==> config.mk <==
export PLATFORM = sky130hd
export DESIGN_NAME = neo_rom_ctrl
export DESIGN_NICKNAME = d
export VERILOG_FILES = /design/src/common/neo_pkg.sv /design/src/loader/neo_header_parser.sv /design/src/loader/neo_region_writer.sv /design/src/sample/adpcm_fetch.sv /design/src/source/sample_read_arbiter.sv /design/src/source/neo_rom_ctrl.sv
export SDC_FILE = /design/constraint.sdc
export NUM_CORES = 1
export LEC_CHECK = 0
export BUFFER_PORTS_ARGS = -buffer_cell sky130_fd_sc_hd__buf_2
export CAP_MARGIN = 20
export CORE_ASPECT_RATIO = 1.5
export CORE_MARGIN = 4
export CORE_UTILIZATION = 59
export CTS_CLUSTER_SIZE = 40
export DETAILED_ROUTE_END_ITERATION = 12
export GPL_TIMING_DRIVEN = 0
export HOLD_SLACK_MARGIN = 0.15
export PLACE_DENSITY_LB_ADDON = 0.1
export SYNTH_ARGS = -nofsm -noshare
export SYNTH_HDL_FRONTEND = slang
export SYNTH_SLANG_ARGS = --single-unit
==> constraint.sdc <==
create_clock -name CLK_24M -period 9.4 [get_ports CLK_24M]
set_input_delay 0.47 -clock CLK_24M [delete_from_list [all_inputs] [get_ports CLK_24M]]
set_output_delay 0.47 -clock CLK_24M [all_outputs]
set_load 0.02 [all_outputs]
==> src/common/neo_pkg.sv <==
`default_nettype none

package neo_pkg;

	localparam int BANK3_AW     = 24;
	localparam int CART_AW      = 26;
	localparam int SAMPLE_W     = 64;
	localparam int HEADER_BYTES = 4096;

	// Regions in the order they follow the header
	typedef enum logic [2:0] {
		REG_P    = 3'd0,
		REG_S    = 3'd1,
		REG_M    = 3'd2,
		REG_V1   = 3'd3,
		REG_V2   = 3'd4,
		REG_C    = 3'd5,
		REG_DONE = 3'd6
	} region_e;

	// P sits in the low word, as the sizes arrive first byte first
	typedef struct packed {
		logic [31:0] c_size;
		logic [31:0] v2_size;
		logic [31:0] v1_size;
		logic [31:0] m_size;
		logic [31:0] s_size;
		logic [31:0] p_size;
	} rom_layout_t;

	typedef logic [7:0] byte_in_t;

	typedef struct packed {
		logic [BANK3_AW-1:0] addr;
		logic [7:0]          data;
	} bank3_wr_t;

	typedef struct packed {
		logic [CART_AW-1:0] addr;
		logic [7:0]         data;
	} cart_wr_t;

	typedef logic [23:0]        sample_req_t;
	typedef logic [CART_AW-4:0] cart_rd_t;    // 64-bit word address
	typedef logic [7:0]         sample_rsp_t;

endpackage

`default_nettype wire

==> src/loader/neo_header_parser.sv <==
`default_nettype none
`timescale 1ns/1ps

module neo_header_parser #(
	parameter int HEADER_BYTES = 4096
) (
	input  wire                         CLK_24M,
	input  wire                         rst_n,
	input  neo_pkg::byte_in_t           in_byte,
	input  wire                         in_valid,
	input  wire                         in_ready,
	output logic                        header_done,
	output logic [neo_pkg::CART_AW-1:0] file_addr,
	output neo_pkg::rom_layout_t        layout
);

	logic take;
	logic size_byte;
	logic last_hdr_byte;

	assign take = in_valid && in_ready;

	// Bytes 4..27 hold the six little-endian sizes
	assign size_byte = !header_done &&
		(file_addr >= neo_pkg::CART_AW'(4)) && (file_addr < neo_pkg::CART_AW'(28));

	assign last_hdr_byte = !header_done &&
		(file_addr == neo_pkg::CART_AW'(HEADER_BYTES - 1));

	always_ff @(posedge CLK_24M or negedge rst_n) begin
		if (!rst_n) begin
			file_addr   <= '0;
			header_done <= 1'b0;
		end else if (take) begin
			file_addr <= file_addr + 1'b1;
			if (last_hdr_byte)
				header_done <= 1'b1;
		end
	end

	always_ff @(posedge CLK_24M) begin
		if (take && size_byte)
			layout <= {in_byte, layout[$bits(neo_pkg::rom_layout_t)-1:8]};

		// Merged ADPCM files give no V2, so V1 is shared half and half
		if (take && last_hdr_byte && layout.v2_size == 32'd0) begin
			layout.v1_size <= layout.v1_size >> 1;
			layout.v2_size <= layout.v1_size >> 1;
		end
	end

endmodule

`default_nettype wire

==> src/loader/neo_region_writer.sv <==
`default_nettype none
`timescale 1ns/1ps

module neo_region_writer (
	input  wire                         CLK_24M,
	input  wire                         rst_n,
	input  neo_pkg::byte_in_t           in_byte,
	input  wire                         in_valid,
	output logic                        in_ready,
	input  wire                         header_done,
	input  wire  [neo_pkg::CART_AW-1:0] file_addr,
	input  neo_pkg::rom_layout_t        layout,
	output neo_pkg::bank3_wr_t          b3_wr,
	output logic                        b3_wr_valid,
	input  wire                         b3_wr_ready,
	output neo_pkg::cart_wr_t           cart_wr,
	output logic                        cart_wr_valid,
	input  wire                         cart_wr_ready,
	output logic                        load_done
);

	typedef enum logic [2:0] {
		ST_INIT, ST_HEADER, ST_IDLE, ST_WRITE, ST_NEXT, ST_DONE
	} state_t;

	state_t                       state;
	neo_pkg::region_e             region;
	logic [neo_pkg::CART_AW-1:0]  offset;
	logic [neo_pkg::CART_AW-1:0]  region_size;
	logic [neo_pkg::CART_AW-1:0]  next_offset;
	logic [neo_pkg::BANK3_AW-1:0] b3_addr;
	logic [neo_pkg::CART_AW-1:0]  cart_addr;
	logic                         accept;
	logic                         wr_done;
	logic                         to_bank3;

	assign in_ready    = (state == ST_IDLE) || (state == ST_HEADER && !header_done);
	assign load_done   = (state == ST_DONE);
	assign accept      = (state == ST_IDLE) && in_valid;
	assign wr_done     = (b3_wr_valid && b3_wr_ready) || (cart_wr_valid && cart_wr_ready);
	assign to_bank3    = (region <= neo_pkg::REG_M);
	assign next_offset = offset + 1'b1;

	always_comb begin
		case (region)
			neo_pkg::REG_P:  region_size = layout.p_size[neo_pkg::CART_AW-1:0];
			neo_pkg::REG_S:  region_size = layout.s_size[neo_pkg::CART_AW-1:0];
			neo_pkg::REG_M:  region_size = layout.m_size[neo_pkg::CART_AW-1:0];
			neo_pkg::REG_V1: region_size = layout.v1_size[neo_pkg::CART_AW-1:0];
			neo_pkg::REG_V2: region_size = layout.v2_size[neo_pkg::CART_AW-1:0];
			neo_pkg::REG_C:  region_size = layout.c_size[neo_pkg::CART_AW-1:0];
			default:         region_size = '0;
		endcase
	end

	always_comb begin
		case (region)
			neo_pkg::REG_S: b3_addr = {5'b11100, offset[18:5], offset[2:0], ~offset[4], offset[3]};
			neo_pkg::REG_M: b3_addr = {5'b11110, offset[18:0]};
			default:        b3_addr = offset[neo_pkg::BANK3_AW-1:0];
		endcase
	end

	// V1 and V2 sit above the sprite data in the cart space
	always_comb begin
		case (region)
			neo_pkg::REG_V1: cart_addr = layout.c_size[neo_pkg::CART_AW-1:0] + offset;
			neo_pkg::REG_V2: cart_addr = layout.c_size[neo_pkg::CART_AW-1:0] +
				layout.v1_size[neo_pkg::CART_AW-1:0] + offset;
			default: cart_addr = {offset[25:7], file_addr[5:2], ~file_addr[6],
				file_addr[0], file_addr[1]};
		endcase
	end

	always_ff @(posedge CLK_24M or negedge rst_n) begin
		if (!rst_n) begin
			state         <= ST_INIT;
			region        <= neo_pkg::REG_P;
			offset        <= '0;
			b3_wr_valid   <= 1'b0;
			cart_wr_valid <= 1'b0;
		end else begin
			case (state)
				ST_INIT: state <= ST_HEADER;
				ST_HEADER, ST_NEXT: if (state == ST_NEXT || header_done) begin
					if (region == neo_pkg::REG_DONE)
						state <= ST_DONE;
					else if (region_size == '0)
						region <= neo_pkg::region_e'(region + 3'd1); // Empty region
					else
						state <= ST_IDLE;
				end
				ST_IDLE: if (accept) begin
					state         <= ST_WRITE;
					b3_wr_valid   <= to_bank3;
					cart_wr_valid <= !to_bank3;
				end
				ST_WRITE: if (wr_done) begin
					b3_wr_valid   <= 1'b0;
					cart_wr_valid <= 1'b0;
					if (next_offset == region_size) begin
						offset <= '0;
						region <= neo_pkg::region_e'(region + 3'd1);
						state  <= ST_NEXT;
					end else begin
						offset <= next_offset;
						state  <= ST_IDLE;
					end
				end
				default: state <= ST_DONE;
			endcase
		end
	end

	always_ff @(posedge CLK_24M) begin
		if (accept) begin
			b3_wr.addr   <= b3_addr;
			b3_wr.data   <= in_byte;
			cart_wr.addr <= cart_addr;
			cart_wr.data <= in_byte;
		end
	end

endmodule

`default_nettype wire

==> src/sample/adpcm_fetch.sv <==
`default_nettype none
`timescale 1ns/1ps

module adpcm_fetch #(
	parameter bit CHANNEL_B = 1'b0
) (
	input  wire                          CLK_24M,
	input  wire                          rst_n,
	input  neo_pkg::rom_layout_t         layout,
	input  wire                          load_done,
	input  neo_pkg::sample_req_t         req,
	input  wire                          req_valid,
	output logic                         req_ready,
	output neo_pkg::sample_rsp_t         rsp,
	output logic                         rsp_valid,
	output neo_pkg::cart_rd_t            rd,
	output logic                         rd_valid,
	input  wire                          rd_ready,
	input  wire  [neo_pkg::SAMPLE_W-1:0] rd_data,
	input  wire                          rd_data_valid
);

	logic [31:0]                 chan_size;
	logic [31:0]                 chan_mask;
	logic [31:0]                 chan_base;
	logic [neo_pkg::CART_AW-1:0] byte_addr;
	neo_pkg::cart_rd_t           word_addr;
	neo_pkg::cart_rd_t           cache_tag;
	logic [neo_pkg::SAMPLE_W-1:0] cache_data;
	logic                        cache_valid;
	logic [2:0]                  byte_sel;
	logic                        busy;
	logic                        hit;
	logic                        accept;

	// A uses V1, B uses V2 stacked right after it
	assign chan_size = CHANNEL_B ? layout.v2_size : layout.v1_size;
	assign chan_mask = chan_size - 32'd1;
	assign chan_base = CHANNEL_B ? layout.c_size + layout.v1_size : layout.c_size;

	assign byte_addr = chan_base[neo_pkg::CART_AW-1:0] +
		neo_pkg::CART_AW'(req & chan_mask[23:0]);
	assign word_addr = byte_addr[neo_pkg::CART_AW-1:3];
	assign hit       = cache_valid && (word_addr == cache_tag);

	assign req_ready = load_done && !busy;
	assign accept    = req_valid && req_ready;
	assign rd        = cache_tag;

	always_ff @(posedge CLK_24M or negedge rst_n) begin
		if (!rst_n) begin
			busy        <= 1'b0;
			cache_valid <= 1'b0;
			rd_valid    <= 1'b0;
			rsp_valid   <= 1'b0;
		end else begin
			rsp_valid <= 1'b0;
			if (accept) begin
				if (hit) begin
					rsp_valid <= 1'b1;
				end else begin
					busy        <= 1'b1;
					cache_valid <= 1'b0;
					rd_valid    <= 1'b1;
				end
			end
			if (rd_valid && rd_ready)
				rd_valid <= 1'b0;
			if (rd_data_valid && busy) begin
				busy        <= 1'b0;
				cache_valid <= 1'b1;
				rsp_valid   <= 1'b1;
			end
		end
	end

	// Byte 0 is the least significant byte of the word
	always_ff @(posedge CLK_24M) begin
		if (accept) begin
			byte_sel <= byte_addr[2:0];
			rsp      <= cache_data[{byte_addr[2:0], 3'b000} +: 8];
			if (!hit)
				cache_tag <= word_addr;
		end
		if (rd_data_valid && busy) begin
			cache_data <= rd_data;
			rsp        <= rd_data[{byte_sel, 3'b000} +: 8];
		end
	end

endmodule

`default_nettype wire

==> src/source/sample_read_arbiter.sv <==
`default_nettype none
`timescale 1ns/1ps

module sample_read_arbiter (
	input  wire               CLK_24M,
	input  wire               rst_n,
	input  neo_pkg::cart_rd_t rd_a,
	input  wire               rd_a_valid,
	output logic              rd_a_ready,
	input  neo_pkg::cart_rd_t rd_b,
	input  wire               rd_b_valid,
	output logic              rd_b_ready,
	output logic              rd_data_a_valid,
	output logic              rd_data_b_valid,
	output neo_pkg::cart_rd_t mem_rd,
	output logic              mem_rd_valid,
	input  wire               mem_rd_ready,
	input  wire               mem_rd_data_valid
);

	logic busy;     // Channel granted, read not yet returned
	logic issued;   // Read taken by the memory
	logic owner_b;  // Granted channel, kept as the last one after release
	logic pick_b;
	logic owner_valid;

	// Alternate when both channels ask at once
	assign pick_b      = rd_b_valid && (!rd_a_valid || !owner_b);
	assign owner_valid = owner_b ? rd_b_valid : rd_a_valid;

	assign mem_rd       = owner_b ? rd_b : rd_a;
	assign mem_rd_valid = busy && !issued && owner_valid;
	assign rd_a_ready   = busy && !issued && !owner_b && mem_rd_ready;
	assign rd_b_ready   = busy && !issued && owner_b && mem_rd_ready;

	assign rd_data_a_valid = mem_rd_data_valid && issued && !owner_b;
	assign rd_data_b_valid = mem_rd_data_valid && issued && owner_b;

	always_ff @(posedge CLK_24M or negedge rst_n) begin
		if (!rst_n) begin
			busy    <= 1'b0;
			issued  <= 1'b0;
			owner_b <= 1'b0;
		end else if (!busy) begin
			if (rd_a_valid || rd_b_valid) begin
				busy    <= 1'b1;
				owner_b <= pick_b;
			end
		end else if (!issued) begin
			if (mem_rd_valid && mem_rd_ready)
				issued <= 1'b1;
		end else if (mem_rd_data_valid) begin
			busy   <= 1'b0;
			issued <= 1'b0;
		end
	end

endmodule

`default_nettype wire

==> src/source/neo_rom_ctrl.sv <==
`default_nettype none
`timescale 1ns/1ps

module neo_rom_ctrl #(
	parameter int HEADER_BYTES = neo_pkg::HEADER_BYTES
) (
	input  wire                          CLK_24M,
	input  wire                          rst_n,
	input  neo_pkg::byte_in_t            in_byte,
	input  wire                          in_valid,
	output logic                         in_ready,
	output neo_pkg::bank3_wr_t           b3_wr,
	output logic                         b3_wr_valid,
	input  wire                          b3_wr_ready,
	output neo_pkg::cart_wr_t            cart_wr,
	output logic                         cart_wr_valid,
	input  wire                          cart_wr_ready,
	output logic                         load_done,
	input  neo_pkg::sample_req_t         adpcma_req,
	input  wire                          adpcma_req_valid,
	output logic                         adpcma_req_ready,
	output neo_pkg::sample_rsp_t         adpcma_rsp,
	output logic                         adpcma_rsp_valid,
	input  neo_pkg::sample_req_t         adpcmb_req,
	input  wire                          adpcmb_req_valid,
	output logic                         adpcmb_req_ready,
	output neo_pkg::sample_rsp_t         adpcmb_rsp,
	output logic                         adpcmb_rsp_valid,
	output neo_pkg::cart_rd_t            rd_addr,
	output logic                         rd_valid,
	input  wire                          rd_ready,
	input  wire  [neo_pkg::SAMPLE_W-1:0] rd_data,
	input  wire                          rd_data_valid
);

	logic                        header_done;
	logic [neo_pkg::CART_AW-1:0] file_addr;
	neo_pkg::rom_layout_t        layout;
	neo_pkg::cart_rd_t           rd_a;
	neo_pkg::cart_rd_t           rd_b;
	logic                        rd_a_valid;
	logic                        rd_a_ready;
	logic                        rd_b_valid;
	logic                        rd_b_ready;
	logic                        rd_data_a_valid;
	logic                        rd_data_b_valid;

	neo_header_parser #(.HEADER_BYTES(HEADER_BYTES)) u_parser (
		.CLK_24M     (CLK_24M),
		.rst_n       (rst_n),
		.in_byte     (in_byte),
		.in_valid    (in_valid),
		.in_ready    (in_ready),
		.header_done (header_done),
		.file_addr   (file_addr),
		.layout      (layout)
	);

	neo_region_writer u_writer (
		.CLK_24M       (CLK_24M),
		.rst_n         (rst_n),
		.in_byte       (in_byte),
		.in_valid      (in_valid),
		.in_ready      (in_ready),
		.header_done   (header_done),
		.file_addr     (file_addr),
		.layout        (layout),
		.b3_wr         (b3_wr),
		.b3_wr_valid   (b3_wr_valid),
		.b3_wr_ready   (b3_wr_ready),
		.cart_wr       (cart_wr),
		.cart_wr_valid (cart_wr_valid),
		.cart_wr_ready (cart_wr_ready),
		.load_done     (load_done)
	);

	adpcm_fetch #(.CHANNEL_B(1'b0)) u_fetch_a (
		.CLK_24M       (CLK_24M),
		.rst_n         (rst_n),
		.layout        (layout),
		.load_done     (load_done),
		.req           (adpcma_req),
		.req_valid     (adpcma_req_valid),
		.req_ready     (adpcma_req_ready),
		.rsp           (adpcma_rsp),
		.rsp_valid     (adpcma_rsp_valid),
		.rd            (rd_a),
		.rd_valid      (rd_a_valid),
		.rd_ready      (rd_a_ready),
		.rd_data       (rd_data),
		.rd_data_valid (rd_data_a_valid)
	);

	adpcm_fetch #(.CHANNEL_B(1'b1)) u_fetch_b (
		.CLK_24M       (CLK_24M),
		.rst_n         (rst_n),
		.layout        (layout),
		.load_done     (load_done),
		.req           (adpcmb_req),
		.req_valid     (adpcmb_req_valid),
		.req_ready     (adpcmb_req_ready),
		.rsp           (adpcmb_rsp),
		.rsp_valid     (adpcmb_rsp_valid),
		.rd            (rd_b),
		.rd_valid      (rd_b_valid),
		.rd_ready      (rd_b_ready),
		.rd_data       (rd_data),
		.rd_data_valid (rd_data_b_valid)
	);

	sample_read_arbiter u_arbiter (
		.CLK_24M           (CLK_24M),
		.rst_n             (rst_n),
		.rd_a              (rd_a),
		.rd_a_valid        (rd_a_valid),
		.rd_a_ready        (rd_a_ready),
		.rd_b              (rd_b),
		.rd_b_valid        (rd_b_valid),
		.rd_b_ready        (rd_b_ready),
		.rd_data_a_valid   (rd_data_a_valid),
		.rd_data_b_valid   (rd_data_b_valid),
		.mem_rd            (rd_addr),
		.mem_rd_valid      (rd_valid),
		.mem_rd_ready      (rd_ready),
		.mem_rd_data_valid (rd_data_valid)
	);

endmodule

`default_nettype wire

Yosys cells after proc, flatten, opt, wreduce, memory -nomap -nowiden
Cells that the tools add are included.
Storage, ports and cells
  register bits: 518
  input bits: 129
  output and inout bits: 114
Cells by class
  eq/ne operators: 26
  bitwise gates (word level): 7
  reduce and logical (&&, ||, !) cells: 68
  mux-type cells: 56
  order comparisons: 3
  add/sub/neg operators: 11
  shift operators: 4
Operators with widths (number)
  $shiftx A64 B7 Y8: 4
  $mux W159: 1
  $pmux W26 S6: 1
  $add A26 B26 Y26: 5
  $mux W63: 1
  $add A26 B1 Y26 const B: 2
  $pmux W26 S2: 1
  $and A24 B24 Y24: 2
  $pmux W24 S2: 1
  $sub A24 B1 Y24 const B: 2
  $eq A23 B23 Y1: 2
  $mux W3: 11
  $logic_and A1 B1 Y1: 32
  $logic_not A32 Y1: 1
  $mux W8: 4
  $mux W1: 30
  $add A26 B24 Y26: 1
  $eq A26 B12 Y1 const B: 1
  $eq A26 B26 Y1: 1
  $ge A26 B3 Y1 const B: 1
  $logic_not A26 Y1: 1
  $lt A26 B5 Y1 const B: 1
  $mux W26: 1
  $mux W23: 1
  other kinds (21): 67

Logic depth before layout (Yosys ltp)
  word-level depth: 8
  mapped depth: 22
  depth with buffers taken out: 20

By module
A second synthesis with hierarchy kept.
Second synthesis, totals
  cell total of the unflattened synthesis: 2665
  area total of the unflattened synthesis: 31710.4 um^2
By module, submodules not included
  neo_region_writer: area an instance 9208.8 um^2, instances 1, cells each 1014
  neo_header_parser: area an instance 7958.9 um^2, instances 1, cells each 420
  adpcm_fetch at u_fetch_b: area an instance 7444.6 um^2, instances 1, cells each 627
  adpcm_fetch at u_fetch_a: area an instance 6625.1 um^2, instances 1, cells each 559
  sample_read_arbiter: area an instance 473.0 um^2, instances 1, cells each 45

Worst setup path before layout
OpenSTA, ideal clock, no wires.
  path type: register -> register
  start point: register u_writer.state[1]
  end point: register u_writer.b3_wr_valid
  cell stages (with the launch flop): 5
  period minus slack after synthesis: 7.206 ns
  path buffers: 1
  slack: 2.194 ns
  library setup time: 0.126 ns
  arrival time: 7.080 ns
  cell sequence: dfrtp_1 -> clkbuf_1 -> nor4bb_1 -> nor2_1 -> a22o_1
On the way
  longest elaborated chain between the ends: 4
Ends and longest elaborated chain
  start, declared: line neo_region_writer.sv:26  | state_t state;
  start signal, assigned: line neo_region_writer.sv:77  | state <= ST_INIT;
  start signal, assigned: line neo_region_writer.sv:84  | ST_INIT: state <= ST_HEADER;
  start signal, assigned: line neo_region_writer.sv:87  | state <= ST_DONE;
  $eq A3 B2 Y1: line neo_region_writer.sv:39  | assign accept = (state == ST_IDLE) && in_valid;
  $logic_and A1 B1 Y1: line neo_region_writer.sv:39
  via u_writer.accept: line neo_region_writer.sv:33  | logic accept;
  $ne A2 B1 Y1 (no source line)
  $reduce_and A3 Y1 (no source line)
  end signal, assigned: line neo_region_writer.sv:95  | b3_wr_valid <= to_bank3;
  end, declared: line neo_region_writer.sv:14  | output logic b3_wr_valid,
The timed path passes the listed nets, and every way through them passes these cells.
A chain may end at the register's enable or synchronous reset.

Worst setup path after layout
  start point: register u_parser.layout[130] (netlist name)
  end point: register u_fetch_b.cache_tag[11] (netlist: u_fetch_b.rd[11]), enable pin
On the way
  longest elaborated chain between the ends: 7
Ends and longest elaborated chain
  $sub A24 B1 Y24: line adpcm_fetch.sv:38  | assign chan_mask = chan_size - 32'd1;
  $and A24 B24 Y24: line adpcm_fetch.sv:42  | neo_pkg::CART_AW'(req & chan_mask[23:0]);
  $add A26 B26 Y26: line adpcm_fetch.sv:41  | assign byte_addr = chan_base[neo_pkg::CART_AW-1:0] +
  $eq A23 B23 Y1: line adpcm_fetch.sv:44  | assign hit = cache_valid && (word_addr == cache_tag);
  $logic_and A1 B1 Y1: line adpcm_fetch.sv:44
  $not A1 Y1 (no source line)
  $reduce_and A2 Y1 (no source line)
  end signal, assigned: line adpcm_fetch.sv:83  | cache_tag <= word_addr;
  end, declared: line adpcm_fetch.sv:28  | neo_pkg::cart_rd_t cache_tag;
Every way passes these cells.

==> reports/qor.yml <==
worst_setup_path:
  critPathMaxStageDelay_ps: 660
  cp_data_required_time_ps: 9760
  crit_path_cell_trace: "clkbuf_1 > or3_1 > nor3_1 > and3_1 > nand2_1 > a21boi_0 > fa_1 > ha_1 > buf_2 > xnor2_1 > nor3_1 > or4_1 > or3_1 > nor4_1 > nand4_1 > nor3_1 > or4b_4 > a2111oi_4 > a31oi_2 > buf_6"
  cp_slowest_cell: "a2111oi_4"
  crit_buf_inv: 3
  r2r_cells: 20
  cp_max_fo: 16
  worstSetupStartpointType: "register"
  critPathLaunch: "u_parser.layout[130]"
  path_delay_family: "simple AND/OR/NAND/NOR gates"
  crit_end: "u_fetch_b.rd[11]"
  path_common_cell: "nor3_1"
  r2r-start: "u_parser.layout[130]"
  cp-end-kind: "register"
  r2r_end: "u_fetch_b.rd[11]"
  r2r_slack_ps: 1700
  crit_type: "reg -> reg"
  cp.arrival_ps: 8060
  cp.depth: 20
synth:
  syn_area_mm2: 0.0320
  syn_nets: 3066
  yosys_warnings: 0
  syn_area_per_cell_um2: 11.5
  synth_edf_count: 444
  yosysMostFrequentCell: "edfxtp_1"
  ys_seq_elements: 518
  yosys-top-cells-area: "edfxtp_1 (42%), dfrtp_1 (5.6%), mux4_2 (4.5%), ha_1 (4.2%), fa_1 (3.3%)"
  yosysTopAreaCellShare_pct: 41.6
  syn-instance-count: 2776
  async_flop_share_pct: 13.9
  seq_area_frac_synth_pct: 47.4
  synth.largest_area_cell: "edfxtp_1"
  synthFlopType: "edfxtp_1"
  synth_commonest_cells: "edfxtp_1 (444), nand2_1 (166), a21oi_1 (152), nor2_1 (152), clkbuf_1 (128)"
  synthDistinctLibCells: 94
clocking:
  clock_latency_ps: 650
  cts-root-buf: "clkbuf_16"
  post_cts_buffers: 0
  path_clk_slew_ps: 80
  cts_tree: "done"
  holdBufCountCts: 74
  cts_buffers: 49
  cts_resized: 0
  numClockSinks: 518
  cts_max_level: 2
  cts_max_path_buffers: 3
placement:
  gp_congestion: 1.01
  place_inst: 3721
  hpwlAfterDp_mm: 85.6
  pre_cts_ws_ps: 1860
  portBuffers: 242
timing:
  max_freq_ghz: 0.130
  worst_pin_slew_ps: 1120
  maxSlewViolCount: 0
  maxSlewHeadroom_pct: 24.3
  setup_violations: 0
  min_period_over_period_pct: 81.9
  setup_ws_ps: 1700
  rsz0062_at_grt: "false"
  clock_skew_ps: 47.0
  final_hold_viol_count: 0
  period_minus_slack_ps: 7700
run:
  max_cap_violations: 0
route:
  wl_mm: 119
  via_count: 26960
  vias_per_cell: 6.93
  first_iter_violations: 3389
  drt_pass1_iterations: 8
  ant_nets: 0
  drcViolationCount: 0
  routedWlPerCell_um: 30.5
die:
  die_h_um: 293
  io_pins: 243
  fp.dieArea_mm2: 0.0582
  core_area_mm2: 0.0537
  initial_core_util_pct: 59.6
  core.rowCount: 104
  die_x_um: 198
hold_path:
  worst_hold_path_type: "in -> reg"
final_layout:
  nNetsFinal: 3450
  fillers: 3844
  drive_gt1_share_pct: 15.9
  areaGrowthSynthToFinish_pct: 14.8
  final_cell_count_no_fill: 3892
global_route:
  grt_max_degree: 74
  grt_remaining_overflow: 0
  antenna_found_initial: 2
  grt_usage_pct: 39.9
  grt_pass1_wl_mm: 171
  grt_pass1_vias: 26638
pwr:
  leakage_uw: 0.0136
  vdd_drop_max_v: 0.000166
  cellPowerDensity_mw_per_mm2: 136
outcome:
  status: "complete, no violations"
[report_power, final]
| part | leakage (µW) | total (µW) | internal (µW) | switching (µW) |
|---|---|---|---|---|
| clock | 0.000786 | 2080 | 1110 | 969 |
| combinational | 0.00823 | 420 | 179 | 240 |
| sequential | 0.00457 | 2510 | 2500 | 17.0 |
| total | 0.0136 | 5010 | 3790 | 1230 |
[kinds of logic after synthesis]
family / Yosys count / synth area share, %
xor+xnor: 206 / 6.34
buf+inv: 246 / 3.09
simple gates: 800 / 13.2
fa+ha+maj: 162 / 7.56
mux: 139 / 6.99
compound gates: 705 / 15.5
flops: 518 / 47.4
[flip-flops by register name (all words and copies together), names as in the netlist, 3 cells and up]
| register | count |
|---|---|
| u_parser.layout | 192 |
| u_fetch_a.cache_data | 64 |
| u_fetch_b.cache_data | 64 |
| u_writer.b3_wr | 32 |
| u_parser.file_addr | 26 |
| u_writer.cart_wr | 26 |
| u_writer.offset | 26 |
| u_fetch_a.rd | 23 |
| u_fetch_b.rd | 23 |
| u_fetch_a.rsp | 8 |
| u_fetch_b.rsp | 8 |
| u_fetch_a.byte_sel | 3 |
| u_fetch_b.byte_sel | 3 |
| u_writer.region | 3 |
| u_writer.state | 3 |
[worst min-delay path: cells and delay by family]
kind	cells	cell delay, ps
AO/OA/AOI/OAI	2	200
buffers and inverters	1	110
[worst min-delay path by stage]
| stage | from | endpoint | slack (ps) | cells after the start |
|---|---|---|---|---|
| global route | rd_ready | u_arbiter.issued | 200 | 3 |
| CTS | rd_ready | u_fetch_a.rd_valid | 170 | 4 |
| finish | rd_ready | u_arbiter.issued | 170 | 3 |
| detailed placement | rst_n | u_parser.file_addr[20] | 360 | 1 |
| global placement | u_parser.layout[28] | u_parser.layout[20] | 400 | 0 |
| floorplan | rst_n | u_arbiter.busy | 170 | 0 |
[per-layer routing]
metal | global-route usage, % | up-vias | routed length [µm]
met1 | 46.9 | 13128 | 40400
met4 | 27.9 | 0 | 10800
li1 | - | 11477 | -
met3 | 7.09 | 521 | 10400
met2 | 66.1 | 1834 | 57000
met5 | 0 | - | 0
[area by class of cell]
cell class	count	area [µm²]	area share [%]
Sequential cell	518	15200	41.3
Timing Repair Buffer	333	2210	6.00
Multi-Input combinational cell	2012	15900	43.2
Inverter	70	263	0.715
Clock buffer	54	1240	3.39
Tap cell	689	862	2.34
Buffer	176	732	1.99
Clock inverter	36	382	1.04
Antenna cell	4	10.0	0.0272
[metrics by stage]
stage / total power, µW / setup TNS, ps / util [%] / cell area [µm²] / hold WS (ps)
floorplan: 2810 / 0 / - / 32000 / 174
global placement: 2920 / -13360 / 63.5 / 34100 / 401
detailed placement: 2930 / 0 / 63.9 / 34400 / 364
CTS: 4990 / 0 / 68.3 / 36700 / 173
global route: 5150 / 0 / 68.4 / 36800 / 201
finish: 5010 / 0 / 68.4 / 36800 / 169
[layout by cell type, fill, tap and decap left out, types with 76 or more instances in the layout]
| cell type | synthesis | routed |
|---|---|---|
| a21oi_1 | 152 | 152 |
| a22o_1 | 81 | 81 |
| buf_2 | 14 | 256 |
| clkbuf_1 | 128 | 132 |
| edfxtp_1 | 444 | 444 |
| ha_1 | 108 | 108 |
| nand2_1 | 166 | 166 |
| nor2_1 | 152 | 151 |
| nor3_1 | 76 | 76 |
| o21ai_0 | 116 | 116 |
| xnor2_1 | 118 | 118 |
Power figures use the tool's default switching activity.
